`config.mk`:
```
export PLATFORM = sky130hd
export DESIGN_NAME = omega_mix
export DESIGN_NICKNAME = d
export VERILOG_FILES = /design/src/hw/omega_pkg.sv /design/src/hw/omega_prod_if.sv /design/src/hw/omega_mix.sv /design/src/hw/omega_reduce_stage.sv /design/src/hw/omega_scale_stage.sv
export SDC_FILE = /design/constraint.sdc
export NUM_CORES = 1
export LEC_CHECK = 0
export ABC_AREA = 1
export BUFFER_PORTS_ARGS = -buffer_cell sky130_fd_sc_hd__buf_2
export CAP_MARGIN = 0
export CORE_MARGIN = 2
export CORE_UTILIZATION = 53
export DETAILED_ROUTE_END_ITERATION = 7
export GPL_ROUTABILITY_DRIVEN = 1
export HOLD_SLACK_MARGIN = 0.05
export PLACE_DENSITY = 0.79
export RECOVER_POWER = 50
export SLEW_MARGIN = 10
export SYNTH_ARGS = -nofsm -noshare
export SYNTH_HDL_FRONTEND = slang
export SYNTH_SLANG_ARGS = --single-unit
```
`constraint.sdc`:
```
create_clock -name clk -period 3.6 [get_ports clk]
set_input_delay 0.54 -clock clk [delete_from_list [all_inputs] [get_ports clk]]
set_output_delay 0.54 -clock clk [all_outputs]
set_load 0.02 [all_outputs]
```
`src/hw/omega_pkg.sv`:
```
`default_nettype none

package omega_pkg;

    // matrix geometry
    localparam int MAT_DIM = 4;
    localparam int BYTE_W = 8;
    localparam int BLOCK_W = MAT_DIM * MAT_DIM * BYTE_W;

    typedef logic [BYTE_W-1:0] gf_byte_t;

    // low byte of x^8 + x^4 + x^3 + x^2 + 1
    localparam gf_byte_t GF_POLY_LOW = 8'h1D;

    // row r holds powers 0..3 of generator 1, 2, 6, 8
    localparam gf_byte_t [0:MAT_DIM-1][0:MAT_DIM-1] OMEGA_COEF = '{
        '{8'h01, 8'h01, 8'h01, 8'h01},
        '{8'h01, 8'h02, 8'h04, 8'h08},
        '{8'h01, 8'h06, 8'h14, 8'h78},
        '{8'h01, 8'h08, 8'h40, 8'h3A}
    };

    // one block seen flat or as a byte matrix
    // mat[0][0] sits in the top byte, row 0 fills the top word
    typedef union packed {
        logic [BLOCK_W-1:0] flat;
        gf_byte_t [0:MAT_DIM-1][0:MAT_DIM-1] mat;
    } omega_block_u;

    // multiply by x, fold the carry back in
    function automatic gf_byte_t gf_xtime(input gf_byte_t a);
        gf_byte_t shifted;

        shifted = {a[BYTE_W-2:0], 1'b0};
        if (a[BYTE_W-1]) begin
            shifted = shifted ^ GF_POLY_LOW;
        end
        return shifted;
    endfunction

    // shift-and-add product
    // coef is a table constant, so this folds down to a small XOR net
    function automatic gf_byte_t gf_mul_const(
        input gf_byte_t a,
        input gf_byte_t coef
    );
        gf_byte_t acc;
        gf_byte_t term;

        acc = '0;
        term = a;
        for (int i = 0; i < BYTE_W; i++) begin
            if (coef[i]) begin
                acc = acc ^ term;
            end
            term = gf_xtime(term);
        end
        return acc;
    endfunction

endpackage

`default_nettype wire

```
`src/hw/omega_prod_if.sv`:
```
`timescale 1ns/1ps
`default_nettype none

interface omega_prod_if;

    logic valid;

    // products for output row N, indexed [k][c]
    omega_pkg::gf_byte_t [0:omega_pkg::MAT_DIM-1][0:omega_pkg::MAT_DIM-1] prod_row0;
    omega_pkg::gf_byte_t [0:omega_pkg::MAT_DIM-1][0:omega_pkg::MAT_DIM-1] prod_row1;
    omega_pkg::gf_byte_t [0:omega_pkg::MAT_DIM-1][0:omega_pkg::MAT_DIM-1] prod_row2;
    omega_pkg::gf_byte_t [0:omega_pkg::MAT_DIM-1][0:omega_pkg::MAT_DIM-1] prod_row3;

    modport scale_mp (
        output valid,
        output prod_row0,
        output prod_row1,
        output prod_row2,
        output prod_row3
    );

    modport reduce_mp (
        input valid,
        input prod_row0,
        input prod_row1,
        input prod_row2,
        input prod_row3
    );

endinterface

`default_nettype wire

```
`src/hw/omega_mix.sv`:
```
`timescale 1ns/1ps
`default_nettype none

module omega_mix (
    input  logic                          clk,
    input  logic                          rst_n,
    input  logic                          in_valid,
    input  logic [omega_pkg::BLOCK_W-1:0] data_in,
    output logic                          out_valid,
    output logic [omega_pkg::BLOCK_W-1:0] data_out
);

    omega_pkg::omega_block_u data_in_u;
    omega_pkg::omega_block_u data_out_u;

    // flat ports to matrix view and back
    assign data_in_u.flat = data_in;
    assign data_out       = data_out_u.flat;

    // scaled products between the two stages
    omega_prod_if prod_if ();

    // stage 1 computes the coefficient products
    omega_scale_stage scale_i (
        .clk      (clk),
        .rst_n    (rst_n),
        .in_valid (in_valid),
        .data_in  (data_in_u),
        .prod     (prod_if.scale_mp)
    );

    // stage 2 xors the products down each column
    omega_reduce_stage reduce_i (
        .clk       (clk),
        .rst_n     (rst_n),
        .prod      (prod_if.reduce_mp),
        .out_valid (out_valid),
        .data_out  (data_out_u)
    );

endmodule

`default_nettype wire

```
`src/hw/omega_reduce_stage.sv`:
```
`timescale 1ns/1ps
`default_nettype none

module omega_reduce_stage (
    input  logic                     clk,
    input  logic                     rst_n,
    omega_prod_if.reduce_mp          prod,
    output logic                     out_valid,
    output omega_pkg::omega_block_u  data_out
);

    // rows gathered so the reduction can loop over r
    omega_pkg::gf_byte_t [0:omega_pkg::MAT_DIM-1][0:omega_pkg::MAT_DIM-1]
        row_prod [0:omega_pkg::MAT_DIM-1];

    omega_pkg::omega_block_u sum_next;

    assign row_prod[0] = prod.prod_row0;
    assign row_prod[1] = prod.prod_row1;
    assign row_prod[2] = prod.prod_row2;
    assign row_prod[3] = prod.prod_row3;

    // out(r, c) = xor over k of the scaled bytes
    always_comb begin
        sum_next.flat = '0;
        for (int r = 0; r < omega_pkg::MAT_DIM; r++) begin
            for (int c = 0; c < omega_pkg::MAT_DIM; c++) begin
                for (int k = 0; k < omega_pkg::MAT_DIM; k++) begin
                    sum_next.mat[r][c] = sum_next.mat[r][c] ^ row_prod[r][k][c];
                end
            end
        end
    end

    always_ff @(posedge clk) begin
        if (!rst_n) begin
            out_valid <= 1'b0;
        end else begin
            out_valid <= prod.valid;
        end
    end

    always_ff @(posedge clk) begin
        if (prod.valid) begin
            data_out <= sum_next;
        end
    end

endmodule

`default_nettype wire

```
`src/hw/omega_scale_stage.sv`:
```
`timescale 1ns/1ps
`default_nettype none

module omega_scale_stage (
    input  logic                    clk,
    input  logic                    rst_n,
    input  logic                    in_valid,
    input  omega_pkg::omega_block_u data_in,
    omega_prod_if.scale_mp          prod
);

    // prod_next[r][k][c] = M[r][k] * in(k, c)
    omega_pkg::gf_byte_t [0:omega_pkg::MAT_DIM-1][0:omega_pkg::MAT_DIM-1]
        prod_next [0:omega_pkg::MAT_DIM-1];

    always_comb begin
        for (int r = 0; r < omega_pkg::MAT_DIM; r++) begin
            for (int k = 0; k < omega_pkg::MAT_DIM; k++) begin
                for (int c = 0; c < omega_pkg::MAT_DIM; c++) begin
                    prod_next[r][k][c] = omega_pkg::gf_mul_const(
                        data_in.mat[k][c],
                        omega_pkg::OMEGA_COEF[r][k]
                    );
                end
            end
        end
    end

    always_ff @(posedge clk) begin
        if (!rst_n) begin
            prod.valid <= 1'b0;
        end else begin
            prod.valid <= in_valid;
        end
    end

    // product registers hold while no block is presented
    always_ff @(posedge clk) begin
        if (in_valid) begin
            prod.prod_row0 <= prod_next[0];
            prod.prod_row1 <= prod_next[1];
            prod.prod_row2 <= prod_next[2];
            prod.prod_row3 <= prod_next[3];
        end
    end

endmodule

`default_nettype wire
```
==> flow_summary.yaml <==
clock_tree:
  clk_latency_ns: 0.57
  ctsResizeCount: 0
  path_clk_slew_ns: 0.06
  htreeDepth: 2
  root_buffer: "clkbuf_16"
  cts_max_path_buffers: 3
  cts_setup_buffers: 0
  hold_buffers: 0
  clock-sinks: 478
  numCtsBuffers: 48
  cts_tree: "yes"
logic_synthesis:
  ys_types: 22
  synth_top_cell_area_share_pct: 66.26
  syn_area_sq_um: 21570
  yosysTopAreaCell: "edfxtp_1"
  syn_inst: 1514
  avgSynthCellArea_sq_um: 14.25
  synth.most_common_cell: "edfxtp_1"
  synth_async_sr_flop_share_pct: 0
  ys_ff_latch: 478
  synthesis.nets: 1645
  yosysWarningCount: 0
  ys_seq_area_share_pct: 66.45
  ys.flop_type: "edfxtp_1"
  synth_area_leaders: "edfxtp_1, xnor2_1, xor2_1, nand2_1, nand3_1"
  synth-edff-count: 476
  yosys-top-cells-count: "edfxtp_1, xnor2_1, xor2_1"
drt:
  viasPerCell: 4.966
  vias: 11745
  remaining_drc_errors: 0
  wire_per_inst_um: 18.72
  ant_nets: 0
  drt-pass1-iter-count: 5
  drt_iter0_drc: 918
  wirelength_um: 44280
timing:
  rsz0062_at_grt: "false"
  setup_viol: 0
  slew_violations: 63
  clock.fmax_mhz: 416.7
  tns_ns: 0
  hold_viol: 0
  slew_headroom_pct: -26.06
  layout_min_cycle_time_ns: 2.400
  skew_ns: 0.01619
  worst_slew_pin_slew_ns: 1.891
  post-route-period-util_pct: 66.66
global_route:
  grt_use_met2_pct: 35.82
  grt-busiest-layer: "met2"
  antenna_found_initial: 2
  grt.total_usage_pct: 21.04
  grtUsageMet1_pct: 27.49
  grt_pass1_wl_um: 66920
  overflow: 0
  use_met3_pct: 4.229
  grt_max_degree: 87
  grt_pass1_vias: 11953
pwr:
  swShare_pct: 26.65
  irDropWorstVdd_v: 0.0004113
  internal_power_mw: 11.24
  p_clk_share_pct: 31.6
  p_per_area_nw_per_um2: 618.1
  total_power_mw: 15.33
  seq_power_share_pct: 49.8
  p_leak_nw: 9.382
  p_sw_mw: 4.086
  p_comb_share_pct: 18.7
die:
  die_area_sq_um: 42330
  pin_count: 260
  placementRows: 73
  start_util_pct: 54.04
  die_w_um: 205.7
  dieHeight_um: 205.7
  core_area_sq_um: 39910
finish:
  multi_input_area_sq_um: 6751
  drive_above_1_share_pct: 12.89
  syn2layout_area_growth_pct: 14.98
  seqCellArea_sq_um: 14340
  finalNetCount: 1934
  utilization_pct: 62.14
  n_fill_cell: 2990
  finalNonFillerCells: 2365
worst_hold_path:
  hold_path.class: "in -> reg"
  min_from: "data_in[119]"
  min_to: "scale_i.prod.prod_row3[119]"
  whs_path_depth: 1
placement:
  dp_hpwl_um: 32600
  numPlacedInstances: 2278
  place_congestion: 0.8713
  io_buffers: 259
setup_path:
  crit_fanout: 64
  path_delay_family: "buffers and inverters"
  worst_r2r_startpoint: "scale_i.prod.valid"
  critPathArrivalTime_ns: 2.60
  worst_setup_path_start_kind: "primary input"
  crit_path_top_delay_cell: "clkbuf_2"
  critical_path_class: "in -> reg"
  slowest_delay_ns: 1.31
  cp.required_ns: 3.80
  rr_worst_depth: 1
  regToRegSetupSlack_ns: 1.93
  rr_endpoint: "reduce_i.data_out[2]"
  worst_setup_path_end_kind: "flip-flop"
  cp.buffers_inverters: 2
  worstPathCellList: "clkbuf_2 > buf_4"
run_status:
  status: "finished with violations"
  violations: "max-capacitance violations, max-slew violations"
job:
  drv_cap: 1
[power groups by stage]
stage                     Combinational (mW)  Sequential, mW  Clock [mW]
after floorplan                         1.71            7.95           0
after global placement                  2.83            7.72           0
after detailed placement                2.91            7.75           0
after CTS                               2.92            7.64        4.94
after global routing                    3.13            7.70        5.16
final                                   2.86            7.63        4.84
[cell families (layout without fill, tap and decap cells)]
kind of cell    count (synthesis)  after routing  synth area share [%]
compound gates                  1              1               0.03482
xor+xnor                      623            623                 25.85
buf+inv                        99            424                 1.798
flops                         478            478                 66.45
other cells                     0              1                     0
simple gates                  313            313                 5.870
[flip-flops by register name (all words and copies together), names as in the netlist]
register	cells
reduce_i.data_out	128
reduce_i.out_valid	1
scale_i.prod.prod_row0	88
scale_i.prod.prod_row1	52
scale_i.prod.prod_row2	93
scale_i.prod.prod_row3	115
scale_i.prod.valid	1
[per-layer routing]
layer	routed length [um]	part of all wire (%)	vias to the layer above
met4	901	2.0	2
met5	13	0.029	-
met3	2528	5.7	60
li1	-	-	5632
met1	18840	43	5711
met2	22000	50	340
[worst max path at each step]
| stage | from | end | slack [ns] | cells past startpoint |
|---|---|---|---|---|
| CTS | reduce_i.data_out[18] | data_out[18] | 1.84 | 1 |
| global placement | data_in[23] | scale_i.prod.prod_row3[19] | 1.44 | 10 |
| global route | in_valid | scale_i.prod.prod_row3[110] | 1.04 | 2 |
| detailed placement | data_in[23] | scale_i.prod.prod_row3[19] | 1.41 | 10 |
| floorplan | scale_i.prod.valid | reduce_i.data_out[0] | 0.01 | 0 |
| finish | in_valid | scale_i.prod.prod_row3[110] | 1.20 | 2 |
[final cells by class]
| class | count | share of cell area [%] |
|---|---|---|
| Antenna cell | 1 | 0.01009 |
| Multi-Input combinational cell | 937 | 27.22 |
| Sequential cell | 478 | 57.81 |
| Timing Repair Buffer | 268 | 5.146 |
| Clock inverter | 31 | 1.070 |
| Clock buffer | 55 | 5.035 |
| Inverter | 70 | 1.059 |
| Tap cell | 525 | 2.649 |
[cells in the final DEF, fill, tap and decap left out]
master / count
buf_12: 3
nand4_1: 1
bufinv_16: 5
edfxtp_1: 476
or2_2: 1
dfxtp_1: 1
clkinv_4: 1
dfxtp_4: 1
nand3b_1: 1
clkinvlp_4: 1
xnor2_2: 1
clkinv_2: 7
buf_2: 158
and2_0: 1
clkinv_1: 17
inv_1: 69
xor2_1: 294
clkbuf_1: 106
xnor2_1: 325
nand2_1: 251
xnor3_1: 1
nand3_1: 52
a21o_1: 1
diode_2: 1
xor2_2: 2
clkbuf_2: 1
nor2_1: 6
inv_2: 1
buf_4: 6
clkbuf_16: 49
[stage by stage]
| stage | setup slack [ns] | hold WS [ns] | cell area (sq um) |
|---|---|---|---|
| 2_1_floorplan | 0.01045 | 0.6029 | 21570 |
| 4_1_cts | 1.843 | 0.1100 | 25030 |
| 3_5_place_dp | 1.412 | 0.6244 | 23520 |
| 6_report | 1.200 | 0.1443 | 24800 |
| 3_3_place_gp | 1.443 | 0.6100 | 23520 |
| 5_1_grt | 1.041 | 0.1175 | 24800 |
(Power assumes the default switching activity.)
